### config.mk
export PLATFORM = sky130hd
export DESIGN_NAME = lsu_ctrl
export DESIGN_NICKNAME = d
export VERILOG_FILES = /design/src/hw/lsu_pkg.sv /design/src/hw/lsu_ctrl.sv
export VERILOG_INCLUDE_DIRS = /design/src /design/src/hw
export SDC_FILE = /design/constraint.sdc
export NUM_CORES = 1
export LEC_CHECK = 0
export BUFFER_PORTS_ARGS = -buffer_cell sky130_fd_sc_hd__buf_2
export CORE_AREA = 4 4 133 135
export DETAILED_ROUTE_END_ITERATION = 16
export DIE_AREA = 0 0 137 139
export GPL_ROUTABILITY_DRIVEN = 0
export PLACE_DENSITY = 0.56
export SYNTH_ARGS = -nofsm -noshare
export SYNTH_HDL_FRONTEND = slang
export SYNTH_SLANG_ARGS = --single-unit
### constraint.sdc
create_clock -name clk -period 16.3 [get_ports clk]
set_clock_uncertainty 0.15 [all_clocks]
set_input_delay 3.26 -clock clk [delete_from_list [all_inputs] [get_ports clk]]
set_output_delay 3.26 -clock clk [all_outputs]
set_load 0.02 [all_outputs]
### src/hw/lsu_macros.svh
/*
 * load/store unit sizing
 * data width, register index width and data SRAM depth
 */
`ifndef LSU_MACROS_SVH
`define LSU_MACROS_SVH

// data and address width
`define LSU_XLEN 32

// register file index width
`define LSU_REG_BITS 5

// data SRAM depth in words, indexed by address bits 11:2
`define LSU_MEM_WORDS 1024

`endif

### src/hw/lsu_pkg.sv
/*
 * load/store unit types
 * load and store type encodings from the decoder and the byte-lane mask
 * used for SRAM writes
 */
`include "lsu_macros.svh"

package lsu_pkg;

    // load width and sign handling, LOAD_NONE means no load
    typedef enum logic [2:0] {
        LOAD_NONE = 3'd0,
        LOAD_LB   = 3'd1,
        LOAD_LH   = 3'd2,
        LOAD_LW   = 3'd3,
        LOAD_LBU  = 3'd4,
        LOAD_LHU  = 3'd5
    } load_type_e;

    // store width
    typedef enum logic [1:0] {
        STORE_NONE = 2'd0,
        STORE_SB   = 2'd1,
        STORE_SH   = 2'd2,
        STORE_SW   = 2'd3
    } store_type_e;

    // one enable per byte lane, bit k covers bits 8k+7:8k
    typedef logic [`LSU_XLEN/8-1:0] byte_mask_t;

endpackage

### src/hw/lsu_ctrl.sv
/*
 * load/store controller
 * accepts one request while idle, holds it until the response and
 * drives the SRAM access with lane-replicated data and a shifted mask
 */
`timescale 1ns/1ps
`include "lsu_macros.svh"

module lsu_ctrl (
    input  logic                              clk,
    input  logic                              rst,
    input  logic                              valid_i,
    input  logic [`LSU_XLEN-1:0]              alu_result_i,
    input  logic [`LSU_XLEN-1:0]              store_data_i,
    input  lsu_pkg::load_type_e               load_type_i,
    input  lsu_pkg::store_type_e              store_type_i,
    input  logic [`LSU_REG_BITS-1:0]          wreg_i,
    input  logic                              wd_i,
    input  logic [`LSU_XLEN-1:0]              csr_wdata_i,
    output logic                              busy_o,
    output logic                              resp_valid_o,
    output logic                              mem_wen_o,
    output logic                              mem_ren_o,
    output logic [$clog2(`LSU_MEM_WORDS)-1:0] mem_word_addr_o,
    output logic [`LSU_XLEN-1:0]              mem_wdata_o,
    output lsu_pkg::byte_mask_t               mem_wmask_o,
    output lsu_pkg::load_type_e               req_load_type_o,
    output logic [1:0]                        req_byte_offset_o,
    output logic [`LSU_XLEN-1:0]              req_alu_result_o,
    output logic [`LSU_REG_BITS-1:0]          req_wreg_o,
    output logic                              req_wd_o,
    output logic [`LSU_XLEN-1:0]              req_csr_wdata_o,
    output logic                              memory_inst_o
);

    localparam int WORD_AW = $clog2(`LSU_MEM_WORDS);

    typedef enum logic [1:0] {
        ST_IDLE,
        ST_ACCESS,
        ST_RESPOND
    } state_e;

    state_e               state;
    lsu_pkg::store_type_e req_store_type;
    logic                 accept;
    lsu_pkg::byte_mask_t  base_mask;
    logic [`LSU_XLEN-1:0] lane_wdata;

    // strobes while busy are dropped
    assign accept = valid_i && (state == ST_IDLE);

    // mask for lane 0 and data copied into every lane
    always_comb begin
        case (store_type_i)
            lsu_pkg::STORE_SB: begin
                base_mask  = 4'b0001;
                lane_wdata = {4{store_data_i[7:0]}};
            end
            lsu_pkg::STORE_SH: begin
                base_mask  = 4'b0011;
                lane_wdata = {2{store_data_i[15:0]}};
            end
            lsu_pkg::STORE_SW: begin
                base_mask  = 4'b1111;
                lane_wdata = store_data_i;
            end
            default: begin
                base_mask  = '0;
                lane_wdata = store_data_i;
            end
        endcase
    end

    // sequencing: idle -> access -> respond -> idle
    always_ff @(posedge clk) begin
        if (rst) begin
            state     <= ST_IDLE;
            mem_wen_o <= 1'b0;
            mem_ren_o <= 1'b0;
        end else begin
            mem_wen_o <= 1'b0;
            mem_ren_o <= 1'b0;
            case (state)
                ST_IDLE: begin
                    if (accept) begin
                        state     <= ST_ACCESS;
                        mem_wen_o <= (store_type_i != lsu_pkg::STORE_NONE);
                        mem_ren_o <= (load_type_i != lsu_pkg::LOAD_NONE);
                    end
                end
                ST_ACCESS:  state <= ST_RESPOND;
                ST_RESPOND: state <= ST_IDLE;
                default:    state <= ST_IDLE;
            endcase
        end
    end

    // request capture, held until the next accept
    always_ff @(posedge clk) begin
        if (accept) begin
            req_load_type_o   <= load_type_i;
            req_store_type    <= store_type_i;
            req_byte_offset_o <= alu_result_i[1:0];
            req_alu_result_o  <= alu_result_i;
            req_wreg_o        <= wreg_i;
            req_wd_o          <= wd_i;
            req_csr_wdata_o   <= csr_wdata_i;
            mem_word_addr_o   <= alu_result_i[2 +: WORD_AW];
            mem_wdata_o       <= lane_wdata;
            mem_wmask_o       <= base_mask << alu_result_i[1:0];
        end
    end

    assign busy_o        = (state != ST_IDLE);
    assign resp_valid_o  = (state == ST_RESPOND);
    assign memory_inst_o = resp_valid_o &&
                           ((req_load_type_o != lsu_pkg::LOAD_NONE) ||
                            (req_store_type != lsu_pkg::STORE_NONE));

endmodule

; ---- After elaboration in Yosys (flattened, before gate mapping)
; Cells that the tools add are included.
[word_totals]
register_bits = 127
latch_bits = 0
ramBits = 0
romBits = 0
in_bits = 110
elab_cells = 36
memories = 0
[classes]
add_sub_neg = 0
n_mul = 0
n_div = 0
n_lt_le_gt_ge = 0
n_eq_ne = 6
shifts = 1
n_mux = 4
bitwise_logic = 2
n_reduce_logical = 10
[op_table]
columns = cell, n
row1 = 32-bit case mux with 2 select lines, 1
row2 = 4-bit case mux with 3 select lines, 1
row3 = "2-bit equality test, second input constant", 3
row4 = 2-bit nonzero test, 3
row5 = 3-bit nonzero test, 2
row6 = "2-bit by 1-bit equality test with 1-bit output, second input constant", 2
row7 = 2-bit case mux with 2 select lines, 1
row8 = 4-bit by 2-bit << shifter with 4-bit output, 1
row9 = 3-bit OR reduction, 1
row10 = 1-bit logical AND, 2
row11 = 2-bit logical NOT, 1
row12 = 2-bit two-way mux, 1
row13 = "2-bit inequality test, second input constant", 1
row14 = 1-bit NOT, 2
row15 = 1-bit logical OR, 1

; ---- Depth between registers and ports, before layout
[depth]
word_depth = 4
ltp_mapped = 6

; ---- Worst setup path after synthesis
; OpenSTA, ideal clock, no wires.
[synth_timing]
kind = input to register
startpoint = input valid_i
endpoint = register mem_ren_o
setup_time_ns = 0.059
arrival_time_ns = 12.096
t_required_ns = 16.091
path_slack_ns = 3.994
path_stages = 3
n_path_buf = 0
path_cell_list = nor3b_1 > and2b_1 > o31a_1
[synth_between]
elab_chain_cells = 3
[synth_lines]
columns = element, line_no
row1 = start: declaration, lsu_ctrl.sv:12  ; input logic valid_i,
row2 = 1-bit logical AND, lsu_ctrl.sv:51  ; assign accept = valid_i && (state == ST_IDLE);
row3 = 1-bit NOT (no source line), n/a
row4 = 3-bit OR reduction (no source line), n/a
row5 = end signal: assignment, lsu_ctrl.sv:89  ; mem_ren_o <= (load_type_i != lsu_pkg::LOAD_NONE);
row6 = end: declaration, lsu_ctrl.sv:23  ; output logic mem_ren_o,
; Every way passes these cells.
; A chain may end at the register's enable or synchronous reset.

; ---- Worst setup path after layout
[layout_timing]
startpoint = input store_type_i[0]
endpoint = register mem_wdata_o[13], data pin
[layout_between]
elab_chain_cells = 2
elab_cells_between_ends = 3
cone_classes = 2 x eq/ne / 1 x mux
[layout_lines]
columns = element, line_no
row1 = start: declaration, lsu_ctrl.sv:16  ; input lsu_pkg::store_type_e store_type_i,
row2 = 2-bit equality test / 2-bit by 1-bit equality test with 1-bit output (equally long branches), lsu_ctrl.sv:55  ; case (store_type_i)
row3 = 32-bit case mux with 2 select lines (*), lsu_ctrl.sv:55
row4 = net lane_wdata[13], lsu_ctrl.sv:48  ; logic [`LSU_XLEN-1:0] lane_wdata;
row5 = end signal: assignment, lsu_ctrl.sv:110  ; mem_wdata_o <= lane_wdata;
row6 = end: declaration, lsu_ctrl.sv:25  ; output logic [`LSU_XLEN-1:0] mem_wdata_o,
; The timed path passes the listed nets; every way through them passes the cells marked *.

==> flow_summary.toml <==
[run_status]
outcome = "completed"

[cts]
clock_latency_ns = 0.41
ctsResizeCount = 0
cts_setup_buffers = 0
cts_htree_levels = 4
tritoncts = "built"
cts-buffers-inserted = 17
ctsHoldBuffers = 0
cts_root_buffer = "clkbuf_16"
clkTransAtPathRegs_ns = 0.05
cts_max_path_buffers = 2
clock_sinks = 115

[worst_hold_path]
whs_endpoint = "state[1]$_SDFFE_PP0P_"
hold_depth = 1
min-delay-start = "state[1]$_SDFFE_PP0P_"
hold_path_class = "flop to flop"

[route]
dr.first_iter.drc_count = 119
firstDrtPassIters = 4
wirelength_um = 11100
viasPerCell = 4.02
drc_errors = 0
routedWlPerCell_um = 16.0
ant_nets = 0
vias = 2771

[yosys]
synth_common_cells = "edfxtp_1 (111), buf_4 (12), nor2_1 (11)"
syn_area_per_cell_um2 = 18.5
synth-edff-count = 111
synth_seq_cells = 115
ys_seq_area_share_pct = 83.6
ys_warn_count = 0
yosys.area.top_type_share_pct = 81.6
synth_top_area_cell = "edfxtp_1"
synth.area.top_cells = "edfxtp_1 (82%), buf_4 (2.2%), dfxtp_1 (2.0%), ha_1 (1.8%), a22o_1 (1.7%)"
synth_most_common_cell = "edfxtp_1"
ys_types = 26
syn_nets = 337
synth_flop_cell = "edfxtp_1"
syn-instance-count = 221
synthArstFlopShare_pct = 0
syn_area_mm2 = 0.00408

[pwr]
peakVddDrop_mv = 0.0711
p_total_mw = 0.806
p_leak_nw = 2.58
power_density_mw_per_mm2 = 134

[final_layout]
area_delta_synth_final_pct = 47.0
num-fill-cells = 1642
multi_input_area_um2 = 509
instances_no_fill = 690
n_antenna_cell = 0
final_nets = 573
final_layout_size_suffix_gt1_share_pct = 56.8
seqCellArea_mm2 = 0.00341

[floorplanning]
rows = 47
start_util_pct = 24.8
boundaryPins = 236
die-area_mm2 = 0.0190
dieHeight_um = 139
fp.dieW_um = 137
core_region_area_mm2 = 0.0165

[critical_path]
crit_path_end_kind = "flop"
r2r_cells = 3
path_class = "input pin to flop"
cp.required_ns = 16.30
r2r_start = "state[1]$_SDFFE_PP0P_"
crit_path_start_kind = "input pin"
reg2reg_slack_ns = 13.92
worstPathArrival_ns = 5.08
worstReg2RegEnd = "req_csr_wdata_o[12]$_DFFE_PP_"
cp_max_fo = 34

[global_route]
grt-ovfl-total = 0
antenna_found_initial = 0
grt_pass1_vias = 2805
grt_usage_pct = 11.3
grt_pass1_wl_um = 15800
grt_max_degree = 58

[run]
cap_viol_max_count = 0

[place]
dp_slack_ns = 10.79
dp.cells = 658
dpl.hpwl_um = 8630
numPortBuffers = 235

[sta]
fin_crit_ns = 5.08
worst_pin_slew_ns = 0.975
holdWs_ns = 0.350
grt_setup_unrepaired = "false"
fin_ws_ns = 11.22
tns_ns = 0
final_hold_viol_count = 0
finalSetupViolCount = 0
slew_headroom_pct = 35.0
finalCritPeriodShare_pct = 31.2
fmax_ghz = 0.197
slew_violations = 0
-- kinds of logic after synthesis --
| kind of cell | Yosys count | synth area share, % |
|---|---|---|
| AND/OR/NAND/NOR | 33 | 4.11 |
| buffers and inverters | 30 | 4.05 |
| adder cells (fa/ha/maj) | 6 | 1.84 |
| flip-flops | 115 | 83.6 |
| AO/OA/AOI/OAI | 36 | 6.13 |
| multiplexers | 1 | 0.276 |
-- per-layer routing --
| layer | wire length [um] | track usage [%] | vias up |
|---|---|---|---|
| li1 | - | - | 1305 |
| met1 | 3970 | 11.6 | 1310 |
| met2 | 5830 | 19.8 | 136 |
| met3 | 950 | 3.99 | 20 |
| met4 | 302 | 6.25 | 0 |
| met5 | 0 | 0 | - |
-- final cells by class --
class / count / share of cell area (%)
clock inverter: 12 / 2.31
inverter: 10 / 0.625
sequential: 115 / 56.9
clock buffer: 20 / 7.28
timing repair buffer: 237 / 19.8
tap: 220 / 4.59
multi-input combinational: 76 / 8.48
-- cell usage in the layout, fill, tap and decap left out, drive strengths merged, types with 2 or more instances in the layout --
master,instances
and2b,2
nor2b,2
nor3b,3
o22ai,8
o31a,2
nor2,11
a22oi,8
bufinv,3
nor3,3
edfxtp,111
ha,6
a22o,8
clkinv,6
nand2,8
a21oi,8
dfxtp,4
clkbuf,20
buf,237
clkinvlp,3
inv,10
-- power breakdown --
group	switching, mW	internal, mW	leakage [nW]
sequential	0.00559	0.351	1.10
combinational	0.0594	0.0303	1.21
clock	0.123	0.237	0.272
-- worst max-delay path by stage --
| stage | depth (start not counted) | from | endpoint |
|---|---|---|---|
| after floorplan | 3 | valid_i | mem_ren_o$_SDFF_PP0_ |
| after global placement | 5 | store_type_i[0] | mem_wdata_o[13]$_DFFE_PP_ |
| after detailed placement | 5 | store_type_i[0] | mem_wdata_o[13]$_DFFE_PP_ |
| after CTS | 3 | req_load_type_o[0]$_DFFE_PP_ | memory_inst_o |
| after global routing | 5 | store_type_i[0] | mem_wdata_o[13]$_DFFE_PP_ |
| final | 5 | store_type_i[0] | mem_wdata_o[13]$_DFFE_PP_ |
-- state kept, by name (all words and copies together), names as in the netlist --
name	flops
mem_wdata_o	32
mem_ren_o	1
req_csr_wdata_o	32
req_byte_offset_o	1
req_store_type	2
state	2
req_wd_o	1
mem_word_addr_o	9
req_alu_result_o	22
mem_wen_o	1
req_load_type_o	3
req_wreg_o	5
mem_wmask_o	4
-- through the flow --
stage          util, %  cell area, um^2
2_1_floorplan        -             4080
3_3_place_gp      33.0             5430
3_5_place_dp      33.0             5430
4_1_cts           36.5             6000
5_1_grt           36.5             6000
6_report          36.5             6000
-- critical path: stages --
cell      delay, ns
buf_2          0.13
inv_1          0.09
ha_1           0.94
nand2b_1       0.38
a22o_1         0.28
(Power assumes the default switching activity.)
