$ cat src/hw/lsu_macros.svh
/*
 * load/store unit sizing
 * data width, register index width and data SRAM depth
 */
`ifndef LSU_MACROS_SVH
`define LSU_MACROS_SVH

// data and address width
`define LSU_XLEN 32

// register file index width
`define LSU_REG_BITS 5

// data SRAM depth in words, indexed by address bits 11:2
`define LSU_MEM_WORDS 1024

`endif

$ cat src/hw/lsu_pkg.sv
/*
 * load/store unit types
 * load and store type encodings from the decoder and the byte-lane mask
 * used for SRAM writes
 */
`include "lsu_macros.svh"

package lsu_pkg;

    // load width and sign handling, LOAD_NONE means no load
    typedef enum logic [2:0] {
        LOAD_NONE = 3'd0,
        LOAD_LB   = 3'd1,
        LOAD_LH   = 3'd2,
        LOAD_LW   = 3'd3,
        LOAD_LBU  = 3'd4,
        LOAD_LHU  = 3'd5
    } load_type_e;

    // store width
    typedef enum logic [1:0] {
        STORE_NONE = 2'd0,
        STORE_SB   = 2'd1,
        STORE_SH   = 2'd2,
        STORE_SW   = 2'd3
    } store_type_e;

    // one enable per byte lane, bit k covers bits 8k+7:8k
    typedef logic [`LSU_XLEN/8-1:0] byte_mask_t;

endpackage

$ cat src/hw/lsu_load_align.sv
/*
 * load alignment and writeback select
 * pulls the addressed lane out of the SRAM word, extends it and
 * picks load data or the ALU result for writeback
 */
`timescale 1ns/1ps
`include "lsu_macros.svh"

module lsu_load_align (
    input  lsu_pkg::load_type_e      load_type_i,
    input  logic [1:0]               byte_offset_i,
    input  logic [`LSU_XLEN-1:0]     mem_rdata_i,
    input  logic [`LSU_XLEN-1:0]     alu_result_i,
    input  logic [`LSU_REG_BITS-1:0] wreg_i,
    input  logic                     wd_i,
    input  logic [`LSU_XLEN-1:0]     csr_wdata_i,
    output logic [`LSU_XLEN-1:0]     wdata_o,
    output logic [`LSU_REG_BITS-1:0] wreg_o,
    output logic                     wd_o,
    output logic [`LSU_XLEN-1:0]     csr_wdata_o
);

    logic [`LSU_XLEN-1:0] lane_data;

    // addressed byte or half moved down to bit 0
    assign lane_data = mem_rdata_i >> {byte_offset_i, 3'b000};

    always_comb begin
        case (load_type_i)
            lsu_pkg::LOAD_LB: begin
                wdata_o = {{(`LSU_XLEN-8){lane_data[7]}}, lane_data[7:0]};
            end
            lsu_pkg::LOAD_LH: begin
                wdata_o = {{(`LSU_XLEN-16){lane_data[15]}}, lane_data[15:0]};
            end
            lsu_pkg::LOAD_LW: begin
                wdata_o = lane_data;
            end
            lsu_pkg::LOAD_LBU: begin
                wdata_o = {{(`LSU_XLEN-8){1'b0}}, lane_data[7:0]};
            end
            lsu_pkg::LOAD_LHU: begin
                wdata_o = {{(`LSU_XLEN-16){1'b0}}, lane_data[15:0]};
            end
            // stores and non-memory ops write back the alu result
            default: begin
                wdata_o = alu_result_i;
            end
        endcase
    end

    // register fields pass straight through
    assign wreg_o      = wreg_i;
    assign wd_o        = wd_i;
    assign csr_wdata_o = csr_wdata_i;

endmodule

$ cat config.mk
export PLATFORM = sky130hd
export DESIGN_NAME = lsu_load_align
export DESIGN_NICKNAME = d
export VERILOG_FILES = /design/src/hw/lsu_pkg.sv /design/src/hw/lsu_load_align.sv
export VERILOG_INCLUDE_DIRS = /design/src /design/src/hw
export SDC_FILE = /design/constraint.sdc
export NUM_CORES = 1
export LEC_CHECK = 0
export BUFFER_PORTS_ARGS = -buffer_cell sky130_fd_sc_hd__buf_4
export CAP_MARGIN = 0
export CORE_MARGIN = 2
export CORE_UTILIZATION = 31
export DETAILED_ROUTE_END_ITERATION = 12
export GPL_TIMING_DRIVEN = 1
export PLACE_DENSITY = 0.89
export SYNTH_ARGS = -nofsm -noshare
export SYNTH_HDL_FRONTEND = slang
export SYNTH_SLANG_ARGS = --single-unit
$ cat constraint.sdc
create_clock -name vclk -period 1.32
set_input_delay 0.066 -clock vclk [all_inputs]
set_output_delay 0.066 -clock vclk [all_outputs]
set_load 0.1 [all_outputs]
After elaboration in Yosys (flattened, before gate mapping)
Index checks and enable logic that the tools add are counted.

word-level totals
  register bits after elaboration = 0
  bits of input ports = 107
  output and inout port bits = 70
  logic and storage cells = 7

operators by class
  equal/unequal tests = 5
  shift-type cells = 1
  mux-type cells = 1

operators with widths
  kind                  number
  $pmux W32 S5          1
  $shr A32 B5 Y32       1
  $eq A3 B2 Y1 const B  2
  $eq A3 B3 Y1 const B  2
  $eq A3 B1 Y1 const B  1

Depth between registers and ports, before layout
Gate-level depths: netlist (run 1).

  word-level depth = 2
  gate-level depth with buffers = 7
  mapped depth without buffers = 4

Least setup slack after synthesis (run 1)
Ideal clock, no wire load.

  path kind = input -> output
  start point = in byte_offset_i[0]
  end point = out wdata_o[7]
  arrival time = 2784 ps
  required time = 1254 ps
  setup slack = -1530 ps
  cell stages on the path = 4
  path buffers = 1
  path through = buf_4 -> mux2_4 -> mux2i_1 -> o31ai_1

on the way
  word-level cells in the longest chain between the ends = 2

ends and longest elaborated chain
  item                line                  source
  start: declaration  lsu_load_align.sv:11  input logic [1:0] byte_offset_i,
  $shr A32 B5 Y32     lsu_load_align.sv:26  assign lane_data = mem_rdata_i >> {byte_offset_i, 3'b000};
  $pmux W32 S5        lsu_load_align.sv:29  case (load_type_i)
  end: declaration    lsu_load_align.sv:17  output logic [`LSU_XLEN-1:0] wdata_o,

Every way passes these cells.

Worst setup path after layout (run 1)
  start point = in load_type_i[0]
  end point = out wdata_o[30]

on the way
  word-level cells in the longest chain between the ends = 2
  elaborated cells on any way between the ends = 6
  those cells by class = eq/ne (5); mux (1)

ends and longest elaborated chain
  item                                        line                  source
  start: declaration                          lsu_load_align.sv:10  input lsu_pkg::load_type_e load_type_i,
  $eq A3 B3 Y1, or another cell as far along  lsu_load_align.sv:29
  $pmux W32 S5 *                              lsu_load_align.sv:29

Mark *: on every way between the ends. The rest lies on a longest branch, timed or not.

==> results of run 1 <==
==> report_power, final <==
part | leakage [nW] | internal (mW) | total [mW] | switching (mW)
clock network | 0 | 0 | 0 | 0
registers | 0 | 0 | 0 | 0
logic | 1.41 | 0.983 | 2.35 | 1.37
total | 1.41 | 0.983 | 2.35 | 1.37
==> through the flow <==
stage / instances / total power, mW / cell area (sq um)
6_report: 352 / 2.35 / 3040
3_5_place_dp: 334 / 1.82 / 2300
5_1_grt: 352 / 2.42 / 3040
2_1_floorplan: 204 / 1.87 / 1610
3_3_place_gp: 334 / 1.80 / 2300
4_1_cts: 342 / 2.21 / 2820
==> layer usage <==
metal	vias up	share of wire
met5	-	0
met4	0	0.021
met3	22	0.069
met2	95	0.52
met1	866	0.39
li1	866	-
==> cells by family after synthesis <==
family / after synthesis / share of synthesized area
mux: 33 / 0.243
simple gates: 74 / 0.244
compound gates: 42 / 0.252
buf+inv: 55 / 0.261
==> final cells by class <==
type	instances	area, sq um
repair buffers	149	1680
multi-input cells	149	1290
well taps	54	67.6
fillers	372	1590
==> what timing repair did <==
item / 4_1_cts / 5_1_grt
pin swaps: 8 / 18
hold endpoints to repair: 0 / 0
endpoints found under the setup margin: 32 / 31
buffers inserted: 6 / 11
cloned: 3 / 2
gates resized for setup: 99 / 39
==> cells in the mapped netlist (all sizes together) <==
cell type / n
a21oi: 16
a221o: 1
a222oi: 1
a2bb2oi: 1
and2: 1
and3b: 1
buf: 50
clkbuf: 5
mux2: 17
mux2i: 16
nand2: 31
nand3: 1
nand3b: 7
nand4: 7
nor2: 18
nor2b: 5
nor3: 1
nor4bb: 1
o21ai: 14
o21bai: 1
o2bb2ai: 7
o31ai: 1
or3b: 1
==> worst paths after layout <==
| check | from | endpoint | slack [ps] |
|---|---|---|---|
| worst max-delay path | load_type_i[0] | wdata_o[30] | -220 |
| worst min-delay path | csr_wdata_i[25] | csr_wdata_o[25] | 130 |
==> run metrics, run 1 <==
antenna viol nets, final=0; share of post-route cells with drive strength above 1=0.668; Worst EP required=between 1000 and 1500 ps; achievable clock frequency=around 0.65 GHz; Crit Path Class=input pin to output pin; Die Y=between 70 and 80 um; Cell Rows=25; Peak VDD IR=~0.46 mV; Storage cell area=0 sq um; post-synthesis sequential area ratio=0; Vias/cell=5.25; worst setup margin=-224 ps; IO Count=177; core area=4630 sq um; grt ovf=0; layout clock buffer count=0; grt met1 use=0.231; drt initial violations=78; commonest non-fill, non-tap cell in the layout=buf_4; unrepaired setup endpoints after global routing=true; Max-cap violations=0; pre-CTS setup slack=-301 ps; worst slew pin tran=~380 ps; WL/cell=17.7 um; die area=5290 sq um; global route hottest layer=met2; Worst Hold Slack=roughly 130 ps; hold buffers post-CTS=0; WP buf/inv=3; setup TNS=-4560 ps; # setup viols final=31; largest fanout on the critical path=5; Mapped Cells=around 200; P per Cell Area=774 nW/um^2; vias in the first global route=1853; total stage count of the critical path=7; Tightest Hold Check Type=input pin to output pin; RePlAce Congestion=0.784; Post-Synthesis Net Count=311; startpoint types=input pin; Avg Inst Size Synth=7.18 sq um; worst hold stages=0; Post-DP HPWL=4.16 mm; Fin. Hold Viols=0; GRT Total Usage=0.206; outcome=complete, but fails checks; Starting Density=0.316; Worst path max stage delay=390 ps; DR vias=1849; Routed WL=6.22 mm; final net count=407; post-synth cell types=30; met3 GRT Util=0.0290; Most common cell on crit path=buf_12; synth warn=0; post-synth top area share=0.215; Slew headroom=0.745; top area cells in the synthesized netlist=buf_4 22%, mux2_2 12%, a21oi_4 11%; final worst-path cycle share=1.17; drt drc=0; Max Slew Vio Count=0; critical path arrival=1480 ps; largest area contributor in the netlist=buf_4; crit end category=output pin; sequential cell count=0; critical path, cell by cell=buf_8, nor2b_4, mux2_4, a221o_2, buf_12, a21oi_4, buf_12; mapped cell area=1460 sq um; P&R area growth vs syn=107%; largest net degree at the start of global routing=16; Buffers on Ports=101; most frequent cells in the layout=99 x buf_4, 33 x buf_12, 28 x nand2_1; static leakage=1.41 nW; minimum clock period=1540 ps; Worst path slowest cell=a221o_2; n_diodes=0; failing checks=setup timing; drt pass-1 iters=4; met2 Use GR=0.400; global-route wire length before repair=8.61 mm; cell family with most CP delay=compound AO/OA/AOI/OAI gates; die width=72.7 um; initial antenna violation count=0; Util after Layout=0.656
No activity file was read; power rests on OpenSTA's default activity.
==> run 2, diff against run 1 <==
--- a/config.mk
+++ b/config.mk
@@ -12,7 +12,8 @@
 export CORE_UTILIZATION = 31
 export DETAILED_ROUTE_END_ITERATION = 12
 export GPL_TIMING_DRIVEN = 1
-export PLACE_DENSITY = 0.89
+export PLACE_DENSITY = 0.81
+export SLEW_MARGIN = 40
 export SYNTH_ARGS = -nofsm -noshare
 export SYNTH_HDL_FRONTEND = slang
 export SYNTH_SLANG_ARGS = --single-unit
==> run 2 against run 1 <==
Against the previous run:
- the run still ends with setup timing left
- largest cell class unchanged
- core utilization shrank 2.0 points
- fmax grew 0.64%
- global-route usage grew 0.56 points
- cell count shrank 1.4%
- worst setup slack gained 9.9 ps
- critical endpoint unchanged
==> run metrics, run 2 (same netlist as run 1, synthesis figures left out) <==
Worst EP required=1250 ps (about the same); WP buf/inv=3 (unchanged); Peak VDD IR=0.459 mV (-0.50%); global-route wire length before repair=8.91 mm (+3.4%); Fin. Hold Viols=0 (unchanged); static leakage=1.36 nW (-3.5%); Storage cell area=0 sq um (unchanged); RePlAce Congestion=0.804 (+2.4%); initial antenna violation count=0 (unchanged); Max-cap violations=0 (unchanged); GRT Total Usage=0.211 (+0.00559); antenna viol nets, final=0 (unchanged); Slew headroom=0.820 (+0.0748); drt initial violations=68 (-13%); IO Count=177 (unchanged); pre-CTS setup slack=-286 ps (+14.8 ps); WL/cell=17.4 um (-1.5%); Util after Layout=0.636 (-0.0200); drt pass-1 iters=4 (unchanged); most frequent cells in the layout=100 x buf_4, 31 x nand2_1, 29 x buf_12; worst slew pin tran=270 ps (-113 ps); cell family with most CP delay=compound AO/OA/AOI/OAI gates; Die Y=72.7 um (unchanged); Post-DP HPWL=4.05 mm (-2.7%); Layout Cells excl Fill=347 (-1.4%); commonest non-fill, non-tap cell in the layout=buf_4; largest net degree at the start of global routing=23 (+7); Routed WL=6.04 mm (-2.9%); Worst path max stage delay=370 ps (-20 ps); P&R area growth vs syn=101%; n_diodes=0 (unchanged); achievable clock frequency=0.652 GHz (+0.64%); setup TNS=-4080 ps (+487 ps); DR vias=1806 (-2.3%); startpoint types=input pin; Crit Path Class=input pin to output pin; worst setup margin=-215 ps (+9.86 ps); Tightest Hold Check Type=input pin to output pin; failing checks=setup timing; final net count=402 (-1.2%); die width=72.7 um (unchanged); Power Total=2.30 mW (-2.3%); core area=4630 sq um (unchanged); die area=5290 sq um (unchanged); Vias/cell=5.20 (-0.92%); Cell Rows=25 (unchanged); minimum clock period=1530 ps (-9.85 ps); sequential cell count=0 (unchanged); grt ovf=0 (unchanged); critical path, cell by cell=buf_6, nor2b_4, mux2_4, a221o_2, buf_12, a21oi_4, buf_12; layout clock buffer count=0 (unchanged); critical path arrival=1470 ps (about the same); largest fanout on the critical path=11 (+6); final worst-path cycle share=1.16 (-0.00747); Fillers=397 (+6.7%); unrepaired setup endpoints after global routing=true; P per Cell Area=780 nW/um^2 (+0.76%); Max Slew Vio Count=0 (unchanged); Starting Density=0.316 (unchanged); drt drc=0 (unchanged); Buffers on Ports=101 (unchanged); crit end category=output pin; Most common cell on crit path=buf_12; Worst path slowest cell=a221o_2; post-placement cell count=333 (-0.30%); # setup viols final=31 (unchanged); share of post-route cells with drive strength above 1=0.652 (-0.0159); outcome=complete, but fails checks; vias in the first global route=1847 (-0.32%)
## run 2: changes by cell type in the layout (fill, tap and decap cells not counted), sizes merged
cell / previous run / this run
buf: 146 / 141
## run 2: per-layer routing
metal	up-vias	track usage	part of all wire
li1	860	-	-
met1	837	0.260	0.39
met2	91	0.390	0.53
met3	18	0.0276	0.065
met4	0	0.0412	0.023
met5	-	0	0
## run 2: path summary, 6_finish.rpt
check / from / to / cells past startpoint
worst min-delay path: csr_wdata_i[14] / csr_wdata_o[14] / 0
worst max-delay path: load_type_i[0] / wdata_o[30] / 7
## run 2: stage by stage
| step | hold slack (ps) | instance area [sq um] |
|---|---|---|
| 2_1_floorplan | 344 | 1610 |
| 3_3_place_gp | 133 | 2310 |
| 3_5_place_dp | 133 | 2310 |
| 4_1_cts | 133 | 2730 |
| 5_1_grt | 132 | 2940 |
| 6_report | 132 | 2940 |
## run 2: final cells by class
class / count / area, sq um / share of cell area
timing repair buffer: 144 / 1590 / 0.540
multi-input combinational: 149 / 1290 / 0.437
tap: 54 / 67.6 / 0.0230
## run 2: repair_timing
action                     4_1_cts  5_1_grt
hold endpoints to repair         0        0
cloned                           1        2
setup endpoints to repair       32       31
resized for setup               91       27
setup buffers                    3        8
hold buffers                     0        0
pin swaps                        6       14
## run 2: power breakdown
group / internal, mW / switching (mW) / total [mW] / leakage [nW]
clock: 0 / 0 / 0 / 0
sequential: 0 / 0 / 0 / 0
combinational: 0.935 / 1.36 / 2.30 / 1.36
